$ cat src/include/fetch_defines.svh
`ifndef FETCH_DEFINES_SVH
`define FETCH_DEFINES_SVH

// fetch address and pc width.
`define ADDR_W 64

// instruction memory beat width, two instructions per beat.
`define BEAT_W 64

// one uncompressed instruction.
`define INS_W 32

// boot address of the core.
`define RESET_PC 64'h0000_0000_8000_0000

// wait cycles allowed between req and r_valid.
`define FETCH_TIMEOUT 16

// watchdog counter width, holds FETCH_TIMEOUT plus one.
`define WDOG_W 5

`endif

$ cat src/logic/cpu_bus_pkg.sv
`include "fetch_defines.svh"

package cpu_bus_pkg;

	// response code returned with each memory beat.
	typedef enum logic [1:0] {
		okay   = 2'b00,	// normal access done.
		exokay = 2'b01,	// exclusive access done.
		slverr = 2'b10,	// slave reported an error.
		decerr = 2'b11	// no slave at this address.
	} mem_resp_e;

	// a beat holds two instructions, hi at the odd word.
	typedef struct packed {
		logic [`INS_W-1:0] hi;	// address bit 2 set.
		logic [`INS_W-1:0] lo;	// address bit 2 clear.
	} ins_pair_t;

	// one beat, seen raw on the bus or split into halves.
	typedef union packed {
		logic [`BEAT_W-1:0] raw;
		ins_pair_t          half;
	} fetch_beat_u;

endpackage

$ cat src/logic/fetch_pkg.sv
package fetch_pkg;

	// fetch controller states.
	typedef enum logic [1:0] {
		s_req   = 2'b00,	// ready to issue the next request.
		s_wait  = 2'b01,	// one request in flight.
		s_fault = 2'b10	// stuck until a trap redirect.
	} fetch_state_e;

	// redirect request from later pipeline stages.
	typedef enum logic [1:0] {
		none       = 2'b00,	// nothing to do.
		branch     = 2'b01,	// taken branch or jump, load target.
		flush_only = 2'b10,	// drop the in-flight beat, keep pc.
		trap       = 2'b11	// load target and clear a fault.
	} redirect_e;

	// a trap behaves like a branch for the pc, it only differs
	// in that it is the one redirect that leaves s_fault.

endpackage

$ cat src/logic/imem_if.sv
`timescale 1ns/10ps
`include "fetch_defines.svh"

interface imem_if;
	import cpu_bus_pkg::*;

	logic              req;	// one-cycle request pulse.
	logic [`ADDR_W-1:0] addr;	// fetch address, valid with req.
	logic              r_valid;	// one-cycle response strobe.
	logic [`BEAT_W-1:0] r_data;	// returned beat.
	logic [`ADDR_W-1:0] r_addr;	// address the beat belongs to.
	mem_resp_e         resp;	// response code.

	// request side and the response status.
	modport ctrl (
		output req,
		output addr,
		input  r_valid,
		input  resp
	);

	// data path into the fetch/decode register.
	modport stage (
		input r_valid,
		input r_data,
		input r_addr
	);

endinterface

$ cat src/logic/fetch_ctrl.sv
`timescale 1ns/10ps
`include "fetch_defines.svh"

module fetch_ctrl (
	input  logic                clk,
	input  logic                reset,
	input  logic                id_ready,
	input  fetch_pkg::redirect_e redirect,
	imem_if.ctrl                bus,
	input  logic [`ADDR_W-1:0]  pc,
	input  logic                timeout,
	output logic                advance,
	output logic                take_redirect,
	output logic                capture,
	output logic                bubble,
	output logic                wait_active,
	output logic                fault
);
	import fetch_pkg::*;
	import cpu_bus_pkg::*;

	fetch_state_e state;
	fetch_state_e state_nxt;
	logic         redir_any;
	logic         resp_ok;

	assign redir_any = (redirect != none);
	assign resp_ok   = (bus.resp == okay) || (bus.resp == exokay);

	// the pc only moves on advance or redirect, so it is the beat address.
	assign bus.addr = pc;

	always_comb begin
		state_nxt     = state;
		bus.req       = 1'b0;
		capture       = 1'b0;
		advance       = 1'b0;
		take_redirect = (redirect == branch) || (redirect == trap);
		bubble        = redir_any;	// every redirect inserts a bubble.
		case (state)
			s_req: begin
				if (!reset && !redir_any && id_ready) begin
					bus.req   = 1'b1;	// one request, one beat.
					state_nxt = s_wait;
				end
			end
			s_wait: begin
				if (redir_any) begin
					state_nxt = s_req;	// in-flight beat is dropped.
				end else if (timeout) begin
					state_nxt = s_fault;
				end else if (bus.r_valid) begin
					if (resp_ok) begin
						capture   = 1'b1;
						advance   = 1'b1;
						state_nxt = s_req;
					end else begin
						state_nxt = s_fault;	// error beat is not captured.
					end
				end
			end
			s_fault: begin
				// only a trap gets the front end going again
				if (redirect == trap) begin
					state_nxt = s_req;
				end
			end
			default: begin
				state_nxt = s_req;
			end
		endcase
	end

	always_ff @(posedge clk) begin
		if (reset) begin
			state <= s_req;
		end else begin
			state <= state_nxt;
		end
	end

	assign wait_active = (state == s_wait);	// watchdog runs here.
	assign fault       = (state == s_fault);

endmodule

$ cat src/logic/fetch_unit.sv
`timescale 1ns/10ps
`include "fetch_defines.svh"

module fetch_unit (
	input  logic                  clk,
	input  logic                  reset,
	input  logic                  id_ready,
	input  fetch_pkg::redirect_e  redirect,
	input  logic [`ADDR_W-1:0]    redirect_pc,
	output logic                  mem_req,
	output logic [`ADDR_W-1:0]    mem_addr,
	input  logic                  mem_r_valid,
	input  logic [`BEAT_W-1:0]    mem_r_data,
	input  logic [`ADDR_W-1:0]    mem_r_addr,
	input  cpu_bus_pkg::mem_resp_e mem_resp,
	output logic                  id_valid,
	output logic [`ADDR_W-1:0]    id_pc,
	output logic [`INS_W-1:0]     id_ins,
	output logic [`ADDR_W-1:0]    id_snpc,
	output logic                  fault
);

	logic [`ADDR_W-1:0] pc;
	logic               advance;
	logic               take_redirect;
	logic               capture;
	logic               bubble;
	logic               wait_active;
	logic               timeout;

	imem_if imem_bus ();

	// memory response side comes in on plain ports.
	assign imem_bus.r_valid = mem_r_valid;
	assign imem_bus.r_data  = mem_r_data;
	assign imem_bus.r_addr  = mem_r_addr;
	assign imem_bus.resp    = mem_resp;

	assign mem_req  = imem_bus.req;
	assign mem_addr = imem_bus.addr;

	pc_gen pc_gen_i (
		.clk           (clk),
		.reset         (reset),
		.advance       (advance),
		.take_redirect (take_redirect),
		.redirect_pc   (redirect_pc),
		.pc            (pc)
	);

	fetch_ctrl fetch_ctrl_i (
		.clk           (clk),
		.reset         (reset),
		.id_ready      (id_ready),
		.redirect      (redirect),
		.bus           (imem_bus.ctrl),
		.pc            (pc),
		.timeout       (timeout),
		.advance       (advance),
		.take_redirect (take_redirect),
		.capture       (capture),
		.bubble        (bubble),
		.wait_active   (wait_active),
		.fault         (fault)
	);

	fetch_watchdog fetch_watchdog_i (
		.clk         (clk),
		.reset       (reset),
		.wait_active (wait_active),
		.timeout     (timeout)
	);

	if_stage if_stage_i (
		.clk      (clk),
		.reset    (reset),
		.capture  (capture),
		.bubble   (bubble),
		.pc       (pc),	// stable while the beat is in flight.
		.bus      (imem_bus.stage),
		.id_valid (id_valid),
		.id_pc    (id_pc),
		.id_ins   (id_ins),
		.id_snpc  (id_snpc)
	);

endmodule

$ cat src/logic/fetch_watchdog.sv
`timescale 1ns/10ps
`include "fetch_defines.svh"

module fetch_watchdog (
	input  logic clk,
	input  logic reset,
	input  logic wait_active,
	output logic timeout
);

	logic [`WDOG_W-1:0] wait_cnt;
	logic               cnt_sat;

	// stop one past the limit so timeout fires once per wait.
	assign cnt_sat = (wait_cnt == `WDOG_W'(`FETCH_TIMEOUT + 1));

	always_ff @(posedge clk) begin
		if (reset) begin
			wait_cnt <= '0;
		end else if (!wait_active) begin
			wait_cnt <= '0;	// no request waiting.
		end else if (!cnt_sat) begin
			wait_cnt <= wait_cnt + 1'b1;
		end
	end

	// high in the cycle after the last allowed response cycle.
	assign timeout = wait_active && (wait_cnt == `WDOG_W'(`FETCH_TIMEOUT));

endmodule

$ cat src/logic/if_stage.sv
`timescale 1ns/10ps
`include "fetch_defines.svh"

module if_stage (
	input  logic               clk,
	input  logic               reset,
	input  logic               capture,
	input  logic               bubble,
	input  logic [`ADDR_W-1:0] pc,
	imem_if.stage              bus,
	output logic               id_valid,
	output logic [`ADDR_W-1:0] id_pc,
	output logic [`INS_W-1:0]  id_ins,
	output logic [`ADDR_W-1:0] id_snpc
);
	import cpu_bus_pkg::*;

	fetch_beat_u       beat;
	logic [`INS_W-1:0] ins_sel;
	logic              take;

	// capture only counts together with the memory strobe.
	assign take = capture && bus.r_valid;

	always_comb begin
		beat.raw = bus.r_data;
		if (bus.r_addr[2]) begin
			ins_sel = beat.half.hi;	// odd word of the beat.
		end else begin
			ins_sel = beat.half.lo;
		end
	end

	always_ff @(posedge clk) begin
		if (reset) begin
			id_valid <= 1'b0;
		end else if (bubble || take) begin
			id_valid <= 1'b1;	// a bubble is a valid nop slot.
		end
	end

	always_ff @(posedge clk) begin
		if (bubble) begin
			id_pc   <= pc;	// old pc, target not loaded yet.
			id_ins  <= '0;
			id_snpc <= pc + `ADDR_W'd4;
		end else if (take) begin
			id_pc   <= pc;
			id_ins  <= ins_sel;
			id_snpc <= pc + `ADDR_W'd4;
		end
	end

endmodule

$ cat src/logic/pc_gen.sv
`timescale 1ns/10ps
`include "fetch_defines.svh"

module pc_gen (
	input  logic               clk,
	input  logic               reset,
	input  logic               advance,
	input  logic               take_redirect,
	input  logic [`ADDR_W-1:0] redirect_pc,
	output logic [`ADDR_W-1:0] pc
);

	logic [`ADDR_W-1:0] pc_seq;

	// next sequential instruction, no compressed forms.
	assign pc_seq = pc + `ADDR_W'd4;

	always_ff @(posedge clk) begin
		if (reset) begin
			pc <= `RESET_PC;	// boot address.
		end else if (take_redirect) begin
			pc <= redirect_pc;	// redirect wins over advance.
		end else if (advance) begin
			pc <= pc_seq;	// beat accepted, step on.
		end
	end

endmodule

$ cat config.mk
export PLATFORM = sky130hd
export DESIGN_NAME = fetch_unit
export DESIGN_NICKNAME = d
export VERILOG_FILES = /design/src/logic/cpu_bus_pkg.sv /design/src/logic/fetch_pkg.sv /design/src/logic/imem_if.sv /design/src/logic/fetch_ctrl.sv /design/src/logic/fetch_unit.sv /design/src/logic/fetch_watchdog.sv /design/src/logic/if_stage.sv /design/src/logic/pc_gen.sv
export VERILOG_INCLUDE_DIRS = /design/src /design/src/include
export SDC_FILE = /design/constraint.sdc
export NUM_CORES = 1
export LEC_CHECK = 0
export BUFFER_PORTS_ARGS = -buffer_cell sky130_fd_sc_hd__buf_2
export CAP_MARGIN = 15
export CORE_AREA = 2 2 166 168
export CTS_CLUSTER_DIAMETER = 120
export DETAILED_ROUTE_END_ITERATION = 6
export DIE_AREA = 0 0 168 170
export GPL_TIMING_DRIVEN = 0
export PLACE_DENSITY = 0.81
export SLEW_MARGIN = 20
export SYNTH_ARGS = -nofsm -noshare
export SYNTH_HDL_FRONTEND = slang
export SYNTH_HIERARCHICAL = 1
export SYNTH_SLANG_ARGS = --single-unit
$ cat constraint.sdc
create_clock -name clk -period 11 [get_ports clk]
set_clock_uncertainty 0.15 [all_clocks]
set_input_delay 1.65 -clock clk [delete_from_list [all_inputs] [get_ports clk]]
set_output_delay 1.65 -clock clk [all_outputs]
set_load 0.02 [all_outputs]
After elaboration in Yosys (flattened, before gate mapping):

Index checks and enable logic that the tools add are counted.

* logic and storage cells: 57
* output and inout port bits: 227
* register bits after elaboration: 232
* input port bits: 200

* add/sub/neg operators: 2
* mux-type cells: 21
* bitwise logic cells: 1
* equal/unequal tests: 10
* reductions and logical operators: 16

Operator list (number)
* $mux W64: 6
* $add A64 B3 Y64 const B: 1
* $mux W32: 1
* $mux W2: 6
* $eq A5 B5 Y1 const B: 2
* $mux W1: 7
* $eq A2 B1 Y1 const B: 3
* $pmux W2 S3: 1
* $reduce_bool A2 Y1: 3
* $add A5 B1 Y5 const B: 1
* $eq A2 B2 Y1 const B: 2
* $logic_and A1 B1 Y1: 4
* $logic_not A2 Y1: 2
* $ne A2 B1 Y1 const B: 2
* $ne A4 B4 Y1 const B: 1
* $logic_or A1 B1 Y1: 3
* $reduce_and A3 Y1: 1
* $logic_not A1 Y1: 2
* $reduce_or A2 Y1: 1
* $not A1 Y1: 1

Depth between registers and ports, before layout:

* depth in word-level cells: 10
* mapped depth: 13
* mapped depth without buffers: 11

Cells and area by module:

The synthesis kept the hierarchy.

Modules (own cells, without submodules)
* if_stage: cells each 478, instances 1, area an instance 6416.2 µm²
* pc_gen: cells each 474, instances 1, area an instance 3963.8 µm²
* fetch_ctrl: cells each 83, instances 1, area an instance 635.6 µm²
* fetch_watchdog: cells each 27, instances 1, area an instance 260.2 µm²

Worst setup path after synthesis:

OpenSTA, ideal clock, no wires.

* path kind: in2reg
* from: in redirect[1]
* to: reg if_stage_i.id_pc[0] (enable)
* slack: 5419 ps
* cell stages on the path: 6
* data required time: 10372 ps
* arrival: 4953 ps
* buffers on the path: 2
* cell sequence: nor2_1 > and4_1 > buf_4 > a21oi_1 > clkbuf_1 > inv_1

* cells in the longest elaborated chain, start to end: 5

Ends and longest elaborated chain
* from (decl): line fetch_unit.sv:8 `input fetch_pkg::redirect_e redirect,`
* $reduce_bool A2 Y1: line fetch_ctrl.sv:27 `assign redir_any = (redirect != none);`
* $mux W1 (2 in a row)
* named net advance: line fetch_unit.sv:24 `logic advance;`
* $logic_and A1 B1 Y1: line if_stage.sv:23 `assign take = capture && bus.r_valid;`
* $reduce_bool A2 Y1 (no line)
* to (signal assigned): line if_stage.sv:44 `id_pc <= pc;`
* to (signal assigned): line if_stage.sv:48 `id_pc <= pc;`
* to (decl): line if_stage.sv:12 `` output logic [`ADDR_W-1:0] id_pc, ``

The timed path passes the listed nets, and every way through them passes these cells.
A chain may end at the register's enable or synchronous reset.

Worst setup path after layout:

* from: in reset
* to: out mem_req

* cells in the longest elaborated chain, start to end: 5

Ends and longest elaborated chain
* from (decl): line fetch_unit.sv:6 `input logic reset,`
* $logic_not A1 Y1: line fetch_ctrl.sv:42 `if (!reset && !redir_any && id_ready) begin`
* $logic_and A1 B1 Y1 (2 in a row): line fetch_ctrl.sv:42
* $mux W1: line fetch_ctrl.sv:42
* $mux W1: line fetch_ctrl.sv:40 `case (state)`
* to (decl): line fetch_unit.sv:10 `output logic mem_req,`

No other way between the ends.

==> out/metrics.json <==
{
  "total_of_endpoints_with_negative_setup_slack_in_the_final_report": {"value": 0},
  "floorplan.die_area": {"value": 0.0286, "unit": "mm²"},
  "std_cell_rows": {"value": 60},
  "tritoncts": {"value": "done"},
  "drt-vias-per-instance": {"value": 5.36},
  "synthesis.nets": {"value": 1267},
  "holdCritPathClass": {"value": "reg2reg"},
  "route.final.wire_length": {"value": 34800, "unit": "µm"},
  "routed_wire_length_per_instance": {"value": 19.1, "unit": "µm"},
  "area_delta_synth_final": {"value": 27.8, "unit": "%"},
  "synth.ff_latch_count": {"value": 230},
  "fin_crit": {"value": 4.20, "unit": "ns"},
  "max_fclk": {"value": 0.238, "unit": "GHz"},
  "finalHoldViolations": {"value": 0},
  "asyncSetResetFlopFracSynth": {"value": 0, "unit": "%"},
  "grt_antenna_before_repair": {"value": 13},
  "power_per_cell_area": {"value": 149, "unit": "mW/mm²"},
  "firstDrtPassIters": {"value": 5},
  "tns": {"value": 0, "unit": "ns"},
  "postRouteAntennaNets": {"value": 0},
  "cts_inserted_buffers": {"value": 26},
  "timing.critical_path.fanout_max": {"value": 6},
  "peakVddDrop": {"value": 0.0000867, "unit": "V"},
  "top_flip_flop_cell_by_instance_count_after_synthesis": {"value": "sky130_fd_sc_hd__edfxtp_1"},
  "post_route_cells_drive_above_1_share": {"value": 35.5, "unit": "%"},
  "pwr_total": {"value": 2.15, "unit": "mW"},
  "cts.path.max_buffers": {"value": 3},
  "nets": {"value": 1657},
  "grt_start_max_net_pins": {"value": 82},
  "cts_sinks": {"value": 230},
  "final-max-slew-violation-count": {"value": 0},
  "global_route.usage.total": {"value": 23.0, "unit": "%"},
  "timing.max_cap.violations": {"value": 0},
  "post-route-cell-area": {"value": 0.0144, "unit": "mm²"},
  "timing.critical_path.arrival": {"value": 2.40, "unit": "ns"},
  "worstSetupStartpoint": {"value": "reset"},
  "post_cts_setup_repair_bufs": {"value": 0},
  "criticalPathCategory": {"value": "in2out"},
  "status": {"value": "finished, final reports clean"},
  "post_synth_instance_area": {"value": 0.0113, "unit": "mm²"},
  "gp_routability_congestion": {"value": 0.923},
  "min_from": {"value": "if_stage_i/id_ins[26]$_SDFFE_PP0P_"},
  "drt_iter0_markers": {"value": 731},
  "rr_startpoint": {"value": "fetch_ctrl_i/state[0]$_SDFFE_PP0P_"},
  "boundaryPins": {"value": 427},
  "worst_skew_pair.late_latency": {"value": 0.54, "unit": "ns"},
  "synth_seq_area_share": {"value": 52.0, "unit": "%"},
  "placed_cell_area": {"value": 0.0135, "unit": "mm²"},
  "synthCells": {"value": 1062},
  "setup.worst_path.end_class": {"value": "output pin"},
  "num_vias": {"value": 9748},
  "drcViolationCount": {"value": 0},
  "register_clock_pin_slew_on_the_reported_worst_setup_and_hold_paths": {"value": 0.06, "unit": "ns"},
  "chip_height": {"value": 170, "unit": "µm"},
  "root_buffer": {"value": "sky130_fd_sc_hd__clkbuf_16"},
  "effective_utilization_at_floorplan": {"value": 42.3, "unit": "%"},
  "ctsHoldBuffers": {"value": 0},
  "core_area": {"value": 0.0267, "unit": "mm²"},
  "worst_slew_pin_slew": {"value": 0.898, "unit": "ns"},
  "cts_repair_resize_count": {"value": 0},
  "hold_slack": {"value": 0.308, "unit": "ns"},
  "headroom_to_the_max_slew_limit": {"value": 40.1, "unit": "%"},
  "layout_worst_path_cycle_share": {"value": 38.2, "unit": "%"},
  "synth_edf_count": {"value": 126},
  "power.leakage": {"value": 6.34, "unit": "nW"},
  "h-tree-depth": {"value": 1},
  "grt_overflow": {"value": 0},
  "setup.worst_path.start_class": {"value": "input pin"},
  "final.fill_count": {"value": 2326},
  "required": {"value": 9.20, "unit": "ns"},
  "port-buffer-count": {"value": 361},
  "count_of_unique_library_cells_instantiated_by_yosys": {"value": 58},
  "synth-warning-count": {"value": 6},
  "synthesis.area_per_instance": {"value": 10.6, "unit": "µm²"},
  "place_hpwl": {"value": 25900, "unit": "µm"},
  "die_width": {"value": 168, "unit": "µm"},
  "grt_pass1_vias": {"value": 9224},
  "grt_setup_unrepaired": {"value": "false"},
  "grt_first_pass_wirelength": {"value": 51500, "unit": "µm"}
}
cells in the mapped netlist, types with 6 or more instances:
library cell | number | area [µm²]
sky130_fd_sc_hd__nor4_2 | 12 | 150
sky130_fd_sc_hd__nand2_1 | 90 | 338
sky130_fd_sc_hd__o21ai_0 | 43 | 215
sky130_fd_sc_hd__nor4_4 | 7 | 149
sky130_fd_sc_hd__clkbuf_1 | 34 | 128
sky130_fd_sc_hd__buf_4 | 69 | 518
sky130_fd_sc_hd__nor3_1 | 37 | 185
sky130_fd_sc_hd__nand4_1 | 38 | 238
sky130_fd_sc_hd__and4_1 | 14 | 123
sky130_fd_sc_hd__nor3_2 | 9 | 90.1
sky130_fd_sc_hd__dfxtp_1 | 104 | 2080
sky130_fd_sc_hd__a21oi_1 | 18 | 90.1
sky130_fd_sc_hd__nor4_1 | 13 | 81.3
sky130_fd_sc_hd__and3_1 | 20 | 125
sky130_fd_sc_hd__edfxtp_1 | 126 | 3780
sky130_fd_sc_hd__and2_1 | 6 | 37.5
sky130_fd_sc_hd__a311oi_1 | 7 | 61.3
sky130_fd_sc_hd__nand3_1 | 48 | 240
sky130_fd_sc_hd__a211oi_1 | 30 | 225
sky130_fd_sc_hd__or3_1 | 9 | 56.3
sky130_fd_sc_hd__xnor2_1 | 53 | 464
sky130_fd_sc_hd__mux2i_1 | 40 | 400
sky130_fd_sc_hd__nor2_1 | 96 | 360
sky130_fd_sc_hd__inv_1 | 20 | 75.1
sky130_fd_sc_hd__xor2_1 | 54 | 473
where the power goes:
part	switching, mW	internal [mW]
combinational	0.156	0.105
sequential	0.0563	0.966
clock	0.351	0.512
total	0.564	1.58
final timing paths:
check                           slack, ns                                  to  cells past startpoint
worst max-delay path                 6.80                             mem_req                      4
worst min-delay path                 0.31  if_stage_i/id_ins[26]$_SDFFE_PP0P_                      2
worst max register to register       7.15      if_stage_i/id_pc[29]$_DFFE_PP_                     10
worst min register to register       0.31  if_stage_i/id_ins[26]$_SDFFE_PP0P_                      2
metrics by stage:
stage,std cells,setup WS [ns],util (%)
after floorplan,1062,5.42,-
after global placement,1764,3.91,50.7
after detailed placement,1765,6.34,50.8
after CTS,1813,6.78,54.0
after global routing,1819,6.70,54.1
final,1819,6.80,54.1
flip-flops by register name, indices dropped and copies added (netlist names):
name / flops
if_stage_i/id_pc: 64
pc_gen_i/pc: 64
if_stage_i/id_snpc: 62
if_stage_i/id_ins: 32
fetch_watchdog_i/wait_cnt: 5
fetch_ctrl_i/state: 2
if_stage_i/id_valid: 1
kinds of logic (layout without fill, tap and decap cells):
family          after synthesis  count (layout)  synth area share (%)
buf+inv                     136             546                  7.09
compound gates              114             114                  6.46
fa+ha+maj                     5               5                 0.555
mux                          40              40                  3.55
simple gates                430             430                  22.0
other cells                   0               6                     0
flops                       230             230                  52.0
xor+xnor                    107             107                  8.31
layout by cell type (no fill, tap or decap), types with 5 or more instances in the layout:
cell type                     n
sky130_fd_sc_hd__a211oi_1    30
sky130_fd_sc_hd__a21oi_1     18
sky130_fd_sc_hd__a311oi_1     7
sky130_fd_sc_hd__and2_1       6
sky130_fd_sc_hd__and3_1      20
sky130_fd_sc_hd__and4_1      14
sky130_fd_sc_hd__buf_1        5
sky130_fd_sc_hd__buf_2      366
sky130_fd_sc_hd__buf_4       69
sky130_fd_sc_hd__clkbuf_1    39
sky130_fd_sc_hd__clkbuf_16   26
sky130_fd_sc_hd__clkinv_2     6
sky130_fd_sc_hd__dfxtp_1    104
sky130_fd_sc_hd__diode_2      6
sky130_fd_sc_hd__edfxtp_1   126
sky130_fd_sc_hd__ha_1         5
sky130_fd_sc_hd__inv_1       19
sky130_fd_sc_hd__mux2i_1     40
sky130_fd_sc_hd__nand2_1     90
sky130_fd_sc_hd__nand3_1     48
sky130_fd_sc_hd__nand4_1     38
sky130_fd_sc_hd__nand4_2      5
sky130_fd_sc_hd__nor2_1      96
sky130_fd_sc_hd__nor3_1      37
sky130_fd_sc_hd__nor3_2       9
sky130_fd_sc_hd__nor4_1      13
sky130_fd_sc_hd__nor4_2      12
sky130_fd_sc_hd__nor4_4       7
sky130_fd_sc_hd__o21ai_0     43
sky130_fd_sc_hd__or3_1        9
sky130_fd_sc_hd__xnor2_1     53
sky130_fd_sc_hd__xor2_1      54
cell type report:
class / count / area [µm²] / share of cell area (%)
multi-input combinational: 696 / 4610 / 32.0
inverter: 21 / 83.8 / 0.582
buffer: 115 / 721 / 5.00
antenna: 6 / 15.0 / 0.104
clock inverter: 16 / 171 / 1.19
clock buffer: 32 / 683 / 4.74
timing repair buffer: 362 / 1830 / 12.7
sequential: 230 / 5870 / 40.7
tap: 341 / 427 / 2.96
worst max-delay path, stage by stage:
cell	delay [ns]
sky130_fd_sc_hd__buf_2	0.14
sky130_fd_sc_hd__nor4b_2	0.26
sky130_fd_sc_hd__and2_1	0.18
sky130_fd_sc_hd__buf_2	0.17
layer usage:
layer  up-vias  global-route usage [%]  routed length (µm)
li1       4580                       -                   -
met1      4623                    26.9               13100
met2       475                    42.4               17800
met3        70                    4.23                2800
met4         0                    7.98                1040
met5         -                       0                   0
(Power assumes the default switching activity.)
